===== config.mk =====
export PLATFORM = sky130hd
export DESIGN_NAME = fp_sqrt_top
export DESIGN_NICKNAME = d
export VERILOG_FILES = /design/src/common/fp_sqrt_pkg.sv /design/src/fp_sqrt/fp_sqrt.sv /design/src/fp_sqrt/sqrt_mantissa.sv /design/src/rtl/fp_sqrt_top.sv /design/src/rtl/fp_wb_round.sv
export VERILOG_INCLUDE_DIRS = /design/src /design/src/common
export SDC_FILE = /design/constraint.sdc
export NUM_CORES = 1
export LEC_CHECK = 0
export BUFFER_PORTS_ARGS = -buffer_cell sky130_fd_sc_hd__buf_2
export CAP_MARGIN = 0
export CORE_AREA = 2 2 177 179
export DETAILED_ROUTE_END_ITERATION = 10
export DIE_AREA = 0 0 179 181
export PLACE_DENSITY = 0.47
export SYNTH_ARGS = -nofsm -noshare
export SYNTH_HDL_FRONTEND = slang
export SYNTH_SLANG_ARGS = --single-unit

===== constraint.sdc =====
create_clock -name clk -period 8.55 [get_ports clk]
set_input_delay 1.71 -clock clk [delete_from_list [all_inputs] [get_ports clk]]
set_output_delay 1.71 -clock clk [all_outputs]
set_load 0.03 [all_outputs]

===== src/common/fp_sqrt_config.svh =====
`ifndef FP_SQRT_CONFIG_SVH
`define FP_SQRT_CONFIG_SVH

// single precision layout
`define FP_FLEN        32
`define FP_EXPO_WIDTH  8
`define FP_FRAC_WIDTH  23
`define FP_BIAS        127

// hidden bit + fraction + guard, round, sticky
`define FP_SQRT_ITER   (`FP_FRAC_WIDTH + 1 + 3)

// issue tag
`define FP_ID_WIDTH    4

`define FP_CANONICAL_NAN 32'h7fc0_0000

`endif


===== src/common/fp_sqrt_pkg.sv =====
package fp_sqrt_pkg;

  //////////////////////////////////////////////////
  // rounding modes, riscv frm encoding
  typedef enum logic [2:0] {
    RNE = 3'b000,  // nearest, ties to even
    RTZ = 3'b001,  // toward zero
    RDN = 3'b010,  // toward -inf
    RUP = 3'b011,  // toward +inf
    RMM = 3'b100   // nearest, ties away
  } rounding_mode_t;

  //////////////////////////////////////////////////
  // mantissa core FSM
  typedef enum logic [1:0] {
    SQ_IDLE,
    SQ_BUSY,
    SQ_DONE
  } sqrt_state_t;

  // operand class seen by the issue side
  typedef enum logic [2:0] {
    SC_NORMAL,
    SC_NAN,     // nan, -inf or negative normal
    SC_INF,
    SC_ZERO,    // zero or subnormal
    SC_ONE
  } special_class_t;

endpackage


===== src/fp_sqrt/fp_sqrt.sv =====
`timescale 1ns/1ps
`include "fp_sqrt_config.svh"

module fp_sqrt (
  input  logic                        clk,
  input  logic                        arst_n,
  input  logic                        new_request,
  input  logic [`FP_ID_WIDTH-1:0]     id,
  input  logic [`FP_FLEN-1:0]         rs1,
  input  fp_sqrt_pkg::rounding_mode_t rm,
  output logic                        ready,
  output logic                        wb_done,
  output logic [`FP_ID_WIDTH-1:0]     wb_id,
  output logic [`FP_FLEN-1:0]         wb_rd,
  output logic [2:0]                  wb_grs,
  output fp_sqrt_pkg::rounding_mode_t wb_rm,
  output logic [4:0]                  wb_fflags,
  input  logic                        wb_ack
);
  import fp_sqrt_pkg::*;

  localparam int FLEN = `FP_FLEN;
  localparam int EW   = `FP_EXPO_WIDTH;
  localparam int FW   = `FP_FRAC_WIDTH;
  localparam int ITER = `FP_SQRT_ITER;
  localparam logic [EW:0] BIAS_X = `FP_BIAS;

  //////////////////////////////////////////////////
  // one entry input queue
  logic                    q_valid;
  logic [FLEN-1:0]         q_rs1;
  logic [`FP_ID_WIDTH-1:0] q_id;
  rounding_mode_t          q_rm;
  logic                    pop;
  logic                    in_progress;  // core owned until wb ack
  logic                    done_r;
  logic                    mant_done;

  assign pop   = q_valid & ~in_progress;
  assign ready = ~q_valid | pop;

  always_ff @(posedge clk) begin
    if (new_request) begin
      q_rs1 <= rs1;
      q_id  <= id;
      q_rm  <= rm;
    end
  end

  always_ff @(posedge clk or negedge arst_n) begin
    if (!arst_n) begin
      q_valid     <= 1'b0;
      in_progress <= 1'b0;
      done_r      <= 1'b0;
    end else begin
      if (new_request) begin
        q_valid <= 1'b1;
      end else if (pop) begin
        q_valid <= 1'b0;
      end
      if (pop) begin
        in_progress <= 1'b1;
      end else if (wb_ack) begin
        in_progress <= 1'b0;
      end
      if (wb_ack) begin
        done_r <= 1'b0;
      end else if (mant_done) begin
        done_r <= 1'b1;
      end
    end
  end

  //////////////////////////////////////////////////
  // special operands
  logic            sign;
  logic [EW-1:0]   expo;
  logic [FW-1:0]   frac;
  logic            frac_zero;
  special_class_t  cls;
  logic            nv;
  logic            early;
  logic [FLEN-1:0] early_result;

  assign sign      = q_rs1[FLEN-1];
  assign expo      = q_rs1[FLEN-2 -: EW];
  assign frac      = q_rs1[FW-1:0];
  assign frac_zero = ~|frac;

  always_comb begin
    cls = SC_NORMAL;
    nv  = 1'b0;
    if ((&expo) & ~frac_zero) begin
      cls = SC_NAN;
      nv  = ~frac[FW-1];  // signalling nan only
    end else if (~|expo) begin
      cls = SC_ZERO;      // subnormal flushed, sign kept
    end else if (sign) begin
      cls = SC_NAN;       // negative, -inf included
      nv  = 1'b1;
    end else if (&expo) begin
      cls = SC_INF;
    end else if (({1'b0, expo} == BIAS_X) & frac_zero) begin
      cls = SC_ONE;
    end
  end

  assign early = (cls != SC_NORMAL);

  always_comb begin
    case (cls)
      SC_NAN:  early_result = `FP_CANONICAL_NAN;
      SC_INF:  early_result = {1'b0, {EW{1'b1}}, {FW{1'b0}}};
      SC_ZERO: early_result = {sign, {(FLEN-1){1'b0}}};
      default: early_result = {2'b00, {(EW-1){1'b1}}, {FW{1'b0}}};  // 1.0
    endcase
  end

  //////////////////////////////////////////////////
  // exponent halving and alignment
  logic signed [EW:0] unbiased_expo;
  logic signed [EW:0] half_expo;
  logic [EW:0]        result_expo;
  logic [FW:0]        significand;
  logic [ITER-1:0]    radicand;

  assign unbiased_expo = {1'b0, expo} - BIAS_X;
  assign half_expo     = unbiased_expo >>> 1;  // floor
  assign result_expo   = half_expo + BIAS_X;
  assign significand   = {1'b1, frac};

  // odd exponent takes sqrt(2m), root lands in [sqrt2, 2)
  assign radicand = unbiased_expo[0] ? {significand, 3'b000} : {1'b0, significand, 2'b00};

  //////////////////////////////////////////////////
  // in flight op
  logic [`FP_ID_WIDTH-1:0] op_id;
  rounding_mode_t          op_rm;
  logic                    op_early;
  logic [FLEN-1:0]         op_early_result;
  logic                    op_nv;
  logic [EW-1:0]           op_expo;
  logic [ITER-1:0]         root;

  always_ff @(posedge clk) begin
    if (pop) begin
      op_id           <= q_id;
      op_rm           <= q_rm;
      op_early        <= early;
      op_early_result <= early_result;
      op_nv           <= nv;
      op_expo         <= result_expo[EW-1:0];
    end
  end

  sqrt_mantissa i_sqrt_mantissa (
    .clk             (clk),
    .arst_n          (arst_n),
    .start           (pop),
    .radicand        (radicand),
    .early_terminate (early),
    .done            (mant_done),
    .root            (root)
  );

  //////////////////////////////////////////////////
  // writeback
  assign wb_done   = done_r;
  assign wb_id     = op_id;
  assign wb_rm     = op_rm;
  assign wb_grs    = op_early ? 3'b000 : root[2:0];
  assign wb_rd     = op_early ? op_early_result : {1'b0, op_expo, root[ITER-2 -: FW]};
  assign wb_fflags = {op_nv, 3'b000, |wb_grs};  // nv dz of uf nx

endmodule


===== src/fp_sqrt/sqrt_mantissa.sv =====
`timescale 1ns/1ps
`include "fp_sqrt_config.svh"

module sqrt_mantissa (
  input  logic                     clk,
  input  logic                     arst_n,
  input  logic                     start,
  input  logic [`FP_SQRT_ITER-1:0] radicand,
  input  logic                     early_terminate,
  output logic                     done,
  output logic [`FP_SQRT_ITER-1:0] root
);
  import fp_sqrt_pkg::*;

  localparam int ITER  = `FP_SQRT_ITER;
  localparam int CNT_W = $clog2(ITER);

  sqrt_state_t      state;
  logic [CNT_W-1:0] iter_cnt;   // root bits produced so far
  logic             launch;
  logic             last_iter;

  logic [ITER-1:0]  rad_r;      // radicand pairs not yet consumed
  logic [ITER+1:0]  rem_r;
  logic [ITER-1:0]  root_r;

  logic [ITER-1:0]  rad_cur;
  logic [ITER+1:0]  rem_cur;
  logic [ITER-1:0]  root_cur;
  logic [ITER+1:0]  rem_shift;
  logic [ITER+2:0]  trial;
  logic             q_bit;
  logic [ITER+1:0]  rem_next;
  logic             root_bit;

  assign launch    = start & (state != SQ_BUSY);
  assign last_iter = (state == SQ_BUSY) & (iter_cnt == CNT_W'(ITER - 1));

  //////////////////////////////////////////////////
  // one restoring step per cycle
  // first step runs straight off the incoming radicand
  assign rad_cur  = launch ? radicand : rad_r;
  assign rem_cur  = launch ? '0 : rem_r;
  assign root_cur = launch ? '0 : root_r;

  assign rem_shift = {rem_cur[ITER-1:0], rad_cur[ITER-1 -: 2]};
  assign trial     = {1'b0, rem_shift} - {2'b00, root_cur[ITER-2:0], 2'b01};
  assign q_bit     = ~trial[ITER+2];  // no borrow
  assign rem_next  = q_bit ? trial[ITER+1:0] : rem_shift;

  // leftover remainder folds into the last bit as sticky
  assign root_bit = q_bit | (last_iter & (|rem_next));

  always_ff @(posedge clk) begin
    if (launch | (state == SQ_BUSY)) begin
      rad_r  <= {rad_cur[ITER-3:0], 2'b00};
      rem_r  <= rem_next;
      root_r <= {root_cur[ITER-2:0], root_bit};
    end
  end

  //////////////////////////////////////////////////
  // control
  always_ff @(posedge clk or negedge arst_n) begin
    if (!arst_n) begin
      state    <= SQ_IDLE;
      iter_cnt <= '0;
    end else if (launch) begin
      iter_cnt <= CNT_W'(1);
      if (early_terminate) begin
        state <= SQ_DONE;  // special operand, result comes from issue side
      end else begin
        state <= SQ_BUSY;
      end
    end else if (last_iter) begin
      state <= SQ_DONE;
    end else if (state == SQ_BUSY) begin
      iter_cnt <= iter_cnt + 1'b1;
    end else begin
      state <= SQ_IDLE;  // done is a single cycle
    end
  end

  assign done = (state == SQ_DONE);
  assign root = root_r;  // holds until next launch

endmodule


===== src/rtl/fp_sqrt_top.sv =====
`timescale 1ns/1ps
`include "fp_sqrt_config.svh"

module fp_sqrt_top (
  input  logic                        clk,
  input  logic                        arst_n,
  input  logic                        new_request,
  input  logic [`FP_ID_WIDTH-1:0]     id,
  input  logic [`FP_FLEN-1:0]         rs1,
  input  fp_sqrt_pkg::rounding_mode_t rm,
  output logic                        ready,
  output logic                        result_valid,
  output logic [`FP_FLEN-1:0]         result,
  output logic [`FP_ID_WIDTH-1:0]     result_id,
  output logic [4:0]                  result_fflags,
  input  logic                        result_ack
);
  import fp_sqrt_pkg::*;

  //////////////////////////////////////////////////
  // issue side to writeback
  logic                    wb_done;
  logic                    wb_ack;
  logic [`FP_ID_WIDTH-1:0] wb_id;
  logic [`FP_FLEN-1:0]     wb_rd;     // truncated, not yet rounded
  logic [2:0]              wb_grs;
  rounding_mode_t          wb_rm;
  logic [4:0]              wb_fflags;

  fp_sqrt i_fp_sqrt (
    .clk         (clk),
    .arst_n      (arst_n),
    .new_request (new_request),
    .id          (id),
    .rs1         (rs1),
    .rm          (rm),
    .ready       (ready),
    .wb_done     (wb_done),
    .wb_id       (wb_id),
    .wb_rd       (wb_rd),
    .wb_grs      (wb_grs),
    .wb_rm       (wb_rm),
    .wb_fflags   (wb_fflags),
    .wb_ack      (wb_ack)
  );

  fp_wb_round i_fp_wb_round (
    .clk           (clk),
    .arst_n        (arst_n),
    .wb_done       (wb_done),
    .wb_id         (wb_id),
    .wb_rd         (wb_rd),
    .wb_grs        (wb_grs),
    .wb_rm         (wb_rm),
    .wb_fflags     (wb_fflags),
    .wb_ack        (wb_ack),
    .result_valid  (result_valid),
    .result        (result),
    .result_id     (result_id),
    .result_fflags (result_fflags),
    .result_ack    (result_ack)
  );

endmodule


===== src/rtl/fp_wb_round.sv =====
`timescale 1ns/1ps
`include "fp_sqrt_config.svh"

module fp_wb_round (
  input  logic                        clk,
  input  logic                        arst_n,
  input  logic                        wb_done,
  input  logic [`FP_ID_WIDTH-1:0]     wb_id,
  input  logic [`FP_FLEN-1:0]         wb_rd,
  input  logic [2:0]                  wb_grs,
  input  fp_sqrt_pkg::rounding_mode_t wb_rm,
  input  logic [4:0]                  wb_fflags,
  output logic                        wb_ack,
  output logic                        result_valid,
  output logic [`FP_FLEN-1:0]         result,
  output logic [`FP_ID_WIDTH-1:0]     result_id,
  output logic [4:0]                  result_fflags,
  input  logic                        result_ack
);
  import fp_sqrt_pkg::*;

  localparam int FLEN = `FP_FLEN;

  logic            sign;
  logic            lsb;
  logic            guard;
  logic            rnd;
  logic            sticky;
  logic            roundup;
  logic [FLEN-2:0] magnitude;

  assign sign = wb_rd[FLEN-1];
  assign lsb  = wb_rd[0];
  assign {guard, rnd, sticky} = wb_grs;

  always_comb begin
    case (wb_rm)
      RNE:     roundup = guard & (rnd | sticky | lsb);
      RTZ:     roundup = 1'b0;
      RDN:     roundup = sign & (guard | rnd | sticky);
      RUP:     roundup = ~sign & (guard | rnd | sticky);
      RMM:     roundup = guard;
      default: roundup = 1'b0;
    endcase
  end

  // expo and frac as one field, carry walks into the exponent
  assign magnitude = wb_rd[FLEN-2:0] + {{(FLEN-2){1'b0}}, roundup};

  // take a new result when the output slot frees up
  assign wb_ack = wb_done & (~result_valid | result_ack);

  always_ff @(posedge clk or negedge arst_n) begin
    if (!arst_n) begin
      result_valid <= 1'b0;
    end else if (wb_ack) begin
      result_valid <= 1'b1;
    end else if (result_ack) begin
      result_valid <= 1'b0;
    end
  end

  always_ff @(posedge clk) begin
    if (wb_ack) begin
      result        <= {sign, magnitude};
      result_id     <= wb_id;
      result_fflags <= wb_fflags;
    end
  end

endmodule


Word-level counts from Yosys, hierarchy flattened --
Index checks and enable logic that the tools add are counted.
Operators by class: add/subtract/negate cells 5, muxes and demuxes 32, reduce and logical (&&, ||, !) cells 14, equality and inequality tests 13, bitwise gates (word level) 24
Operator list (number):
- case mux 32 bit (3 select lines) | 1
- 2-to-1 mux 27 bit | 3
- 2-to-1 mux 32 bit | 1
- adder 31 x 1 -> 31 bit | 1
- subtractor 29 x 28 -> 30 bit | 1
- 2-to-1 mux 29 bit | 1
- OR reduction 29 bit | 1
- 2-to-1 mux 26 bit | 1
- OR reduction 23 bit | 1
- 2-to-1 mux 3 bit | 6
- 2-to-1 mux 5 bit | 3
- == test 3 x 2 -> 1 bit (second input constant) | 4
- 2-to-1 mux 1 bit | 11
- bitwise AND 1 bit | 10
- nonzero test 2 bit | 5
- subtractor 8 x 7 -> 9 bit (second input constant) | 1
- adder 8 bit (second input constant) | 1
- == test 8 x 7 -> 1 bit (second input constant) | 1
- 2-to-1 mux 2 bit | 4
- bitwise OR 1 bit | 8
- AND reduction 8 bit | 1
- OR reduction 8 bit | 1
- NOT 1 bit | 6
- adder 5 x 1 -> 5 bit (second input constant) | 1
- 14 further kinds | 14
Storage, ports and cells: input port bits 43, bits in registers 215, output and inout port bits 43

Longest topological paths before layout --
word-level depth 11, depth in mapped cells 22, gate-level depth less buffers 17

By module --
From an unflattened synthesis, not the netlist that was laid out.
Second synthesis, totals: cells, all modules 930, area, all modules 10408.7 µm²
By module, submodules not included:
- sqrt_mantissa | times used 1, area an instance 5454.0 µm², sequential area each 2547.4 µm², cells each 565
- fp_sqrt | times used 1, area an instance 2981.6 µm², sequential area each 1876.8 µm², cells each 224
- fp_wb_round | times used 1, area an instance 1973.1 µm², sequential area each 1256.2 µm², cells each 141

Worst setup path after synthesis --
OpenSTA, ideal clock, no wires.
kind flip-flop to flip-flop, start point register i_fp_sqrt.in_progress, end point register i_fp_sqrt.i_sqrt_mantissa.root_r[0] (netlist: i_fp_sqrt.i_sqrt_mantissa.root[0]), data pin, stages on the path, launching flop included 22, data arrival time 4.347 ns, path slack 3.934 ns, setup time 0.270 ns, data required time 8.280 ns, path through dfrtp_1 -> nand2b_2 -> inv_2 -> nand2_4 -> clkbuf_1 -> clkbuf_1 -> clkbuf_1 -> clkbuf_1 -> clkbuf_1 -> nand2_1 -> ha_1 -> a21oi_1 -> nand2_1 -> a41oi_1 -> o32ai_2 -> and2_4 -> nor2b_4 -> nor4b_1 -> a21oi_1 -> o211ai_2 -> or3_1 -> a2bb2oi_1
On the way: cells in the longest elaborated chain, start to end 9, elaborated cells between the ends (all ways) 12, classes of those cells add/sub: 1; mux: 4; bitwise: 6; reduce/logical: 1
RTL lines:
- start: declaration | line fp_sqrt.sv:35 | logic in_progress;
- start signal: assignment | line fp_sqrt.sv:53 | in_progress <= 1'b0;
- start signal: assignment | line fp_sqrt.sv:62 | in_progress <= 1'b1;
- start signal: assignment | line fp_sqrt.sv:64 | in_progress <= 1'b0;
- NOT 1 bit (*) | line fp_sqrt.sv:39 | assign pop = q_valid & ~in_progress;
- bitwise AND 1 bit (*) | line fp_sqrt.sv:39
- via i_fp_sqrt.i_sqrt_mantissa.start | line sqrt_mantissa.sv:7 | input logic start,
- bitwise AND 1 bit (*) | line sqrt_mantissa.sv:36 | assign launch = start & (state != SQ_BUSY);
- 2-to-1 mux 27 bit (tied with other cells) | line sqrt_mantissa.sv:42 | assign rad_cur = launch ? radicand : rad_r;
- subtractor 29 x 28 -> 30 bit | line sqrt_mantissa.sv:47 | assign trial = {1'b0, rem_shift} - {2'b00, root_cur[ITER-2:0], 2'b01};
- 2-to-1 mux 29 bit (*) | line sqrt_mantissa.sv:49 | assign rem_next = q_bit ? trial[ITER+1:0] : rem_shift;
- via i_fp_sqrt.i_sqrt_mantissa.rem_next[13] | line sqrt_mantissa.sv:33 | logic [ITER+1:0] rem_next;
- OR reduction 29 bit (*) | line sqrt_mantissa.sv:52 | assign root_bit = q_bit | (last_iter & (|rem_next));
- bitwise AND 1 bit (*) | line sqrt_mantissa.sv:52
- bitwise OR 1 bit (*) | line sqrt_mantissa.sv:52
- via i_fp_sqrt.i_sqrt_mantissa.root_bit | line sqrt_mantissa.sv:34 | logic root_bit;
- end signal: assignment | line sqrt_mantissa.sv:58 | root_r <= {root_cur[ITER-2:0], root_bit};
- end: declaration | line sqrt_mantissa.sv:25 | logic [ITER-1:0] root_r;
The timed path passes the listed nets; every way through them passes the cells marked *. A chain may end at the register's enable or synchronous reset.

Final worst setup path --
Same ends and word-level chain as after synthesis.

==> out/qor.yml <==
status: "complete, no violations"
synth_top_area_share_pct: 52.8
rsz0062_at_grt: "no"
vias: 6710
crit_arrival_ps: 5560
cts-htree-levels: 4
maxCapViolations: 0
grt_pass1_vias: 6790
post_drt_via_cell_ratio: 4.85
place_congestion: 0.845
grt_max_degree: 110
syn2layout_area_growth_pct: 13.4
clk_latency_ps: 440
synth-seq-cells: 185
fillers: 3008
grt_first_pass_wirelength_mm: 36.3
cts_tree: "done"
synth_enable_flop_cells: 174
yosys.cell_types.count: 74
worst_pin_slew_ps: 1230
ff2ff_setup_slack_ps: 3120
startpoint: "i_fp_sqrt.in_progress"
min_from: "i_fp_sqrt.q_id[2]"
max_freq_mhz: 184
io_buffers: 82
cp.required_ps: 8680
final-max-slew-violation-count: 0
drt_first_pass_iters: 5
start_kind: "flip-flop"
end_kind: "flip-flop"
cts_resized: 0
dieArea_um2: 32400
reg2reg_from: "i_fp_sqrt.in_progress"
async_reset_ff_share_pct: 5.95
antenna_left: 0
min_path_cells: 0
synth-seq-area-share_pct: 55.5
drive_gt1_share_pct: 15.6
wl_mm: 22.0
start_util_pct: 32.6
die_y_um: 181
die_w_um: 179
cts_buffer_depth: 2
nNetsFinal: 1048
avgRoutedWirePerCell_um: 15.9
final_hold_viol_count: 0
synth_cells: 908
crit_fanout: 109
r2r_cells: 15
fin_crit_sh_pct: 63.5
antenna_cells: 0
fin_crit_ps: 5430
hp-class: "reg -> reg"
clk_pin_slew_ps: 80
maxSlewHeadroom_pct: 17.5
drc: 0
syn_area_per_cell_um2: 10.9
synth_area_leaders: "edfxtp_1 53%, nand2_1 3.8%, ha_1 3.8%"
grt_overflow: 0
coreArea_um2: 30300
fin_tns_setup_ps: 0
antenna_found_initial: 0
yosysWarningCount: 0
worstSetupPathType: "reg -> reg"
cts-root-buf: "clkbuf_16"
num_rows: 64
cts_buffers: 17
finalSetupViolations: 0
drtIter0Drc: 403
postCtsSetupBuffers: 0
hold_buffers: 0
gr-usage-all-layers_pct: 14.5
io-pin-count: 86
skew_ps: 12.6
clock-sinks: 185
syn-cell-area_um2: 9900
synth_flop_cell: "edfxtp_1"
yosys.area.top_type: "edfxtp_1"
hpwl_mm: 15.7
-- synth_stat cells (9+ instances only) --
cell        n
dfrtp_1    11
and3_1     10
nor4_1     12
edfxtp_1  174
xor2_1     32
nor2_1     65
mux2_2      9
nor2b_1    12
or3_1       9
xnor2_1    27
clkbuf_1   23
inv_1      46
nand2b_1   12
nand2_1   101
a21oi_1    59
ha_1       30
and2_1     31
mux2i_1    27
o21ai_0    72
nand3_1    26
-- sequential cells by signal (all words and copies together), names as in the netlist, 5 cells and up --
register	flops
i_fp_sqrt.i_sqrt_mantissa.rad_r	23
i_fp_sqrt.i_sqrt_mantissa.root	26
i_fp_sqrt.i_sqrt_mantissa.iter_cnt	5
i_fp_sqrt.i_sqrt_mantissa.rem_r	27
i_fp_sqrt.op_expo	8
i_fp_sqrt.q_rs1	32
i_fp_wb_round.result	32
-- stage by stage --
stage                     area (µm²)  utilization [%]  hold slack [ps]  setup slack, ps  cells
after floorplan                 9910                -              400             3930    910
after global placement         10700             35.1              401             3210   1352
after detailed placement       10700             35.1              405             3080   1352
after CTS                      11200             37.0              422             3080   1384
after global routing           11200             37.0              432             2610   1384
final                          11200             37.0              419             3120   1384
-- area by class of cell --
type / count / area [µm²] / share of cell area, %
clock buffer: 21 / 482 / 4.29
clock inverter: 11 / 97.6 / 0.869
inverter: 47 / 176 / 1.57
multi-input combinational: 638 / 4040 / 36.0
sequential: 185 / 5500 / 49.0
tap: 396 / 495 / 4.41
timing repair buffer: 86 / 440 / 3.92
-- layout by cell type, fill, tap and decap left out, types with 10 or more instances in the layout --
cell,Yosys,final
nor2_1,65,65
a21oi_1,59,59
inv_1,46,45
o21ai_0,72,71
clkbuf_16,0,18
buf_2,7,82
and2_1,31,30
mux2i_1,27,27
and3_1,10,10
dfrtp_1,11,11
xor2_1,32,32
nand2b_1,12,12
nor2b_1,12,12
nor4_1,12,12
nand3_1,26,26
edfxtp_1,174,174
nand2_1,101,101
xnor2_1,27,27
ha_1,30,30
-- worst max-delay path: stages (launching register included) --
cell	delay, ps
dfrtp_1	390
nand2b_2	230
inv_2	450
nand2_4	710
and2_1	460
ha_1	390
nand2_1	100
nor2_1	130
nand2_1	110
nor3_1	190
and4bb_2	280
a211oi_2	220
o21a_2	740
o211ai_2	130
or3_1	390
a2bb2oi_1	140
-- per-layer routing --
metal	up-vias	share of wire [%]	GRT usage (%)
met5	-	0	0
met4	0	1.5	4.16
met3	23	3.4	3.09
met2	122	49	24.4
met1	3162	46	18.5
li1	3403	-	-
-- worst paths after layout --
path | endpoint
hold / removal | i_fp_sqrt.wb_id[2]
setup / recovery | i_fp_sqrt.i_sqrt_mantissa.root[0]
hold reg to reg | i_fp_sqrt.wb_id[2]
max in group asynchronous | i_fp_sqrt.i_sqrt_mantissa.state[1]
setup reg to reg | i_fp_sqrt.i_sqrt_mantissa.root[0]
min in group asynchronous | i_fp_wb_round.result_valid
-- kinds of logic (layout without fill, tap and decap cells) --
group / after synthesis / in the layout / share of synthesized area, %
adder cells (fa/ha/maj): 31 / 31 / 3.90
AND/OR/NAND/NOR: 318 / 318 / 16.2
AO/OA/AOI/OAI: 190 / 190 / 11.4
flip-flops: 185 / 185 / 55.5
XOR/XNOR: 60 / 60 / 5.38
other: 1 / 3 / 0.0379
multiplexers: 36 / 36 / 3.75
buffers and inverters: 87 / 165 / 3.73
Power is left out: the tool's default activity adds up to more than one toggle a clock period on the data nets, which glitch-free logic cannot reach.
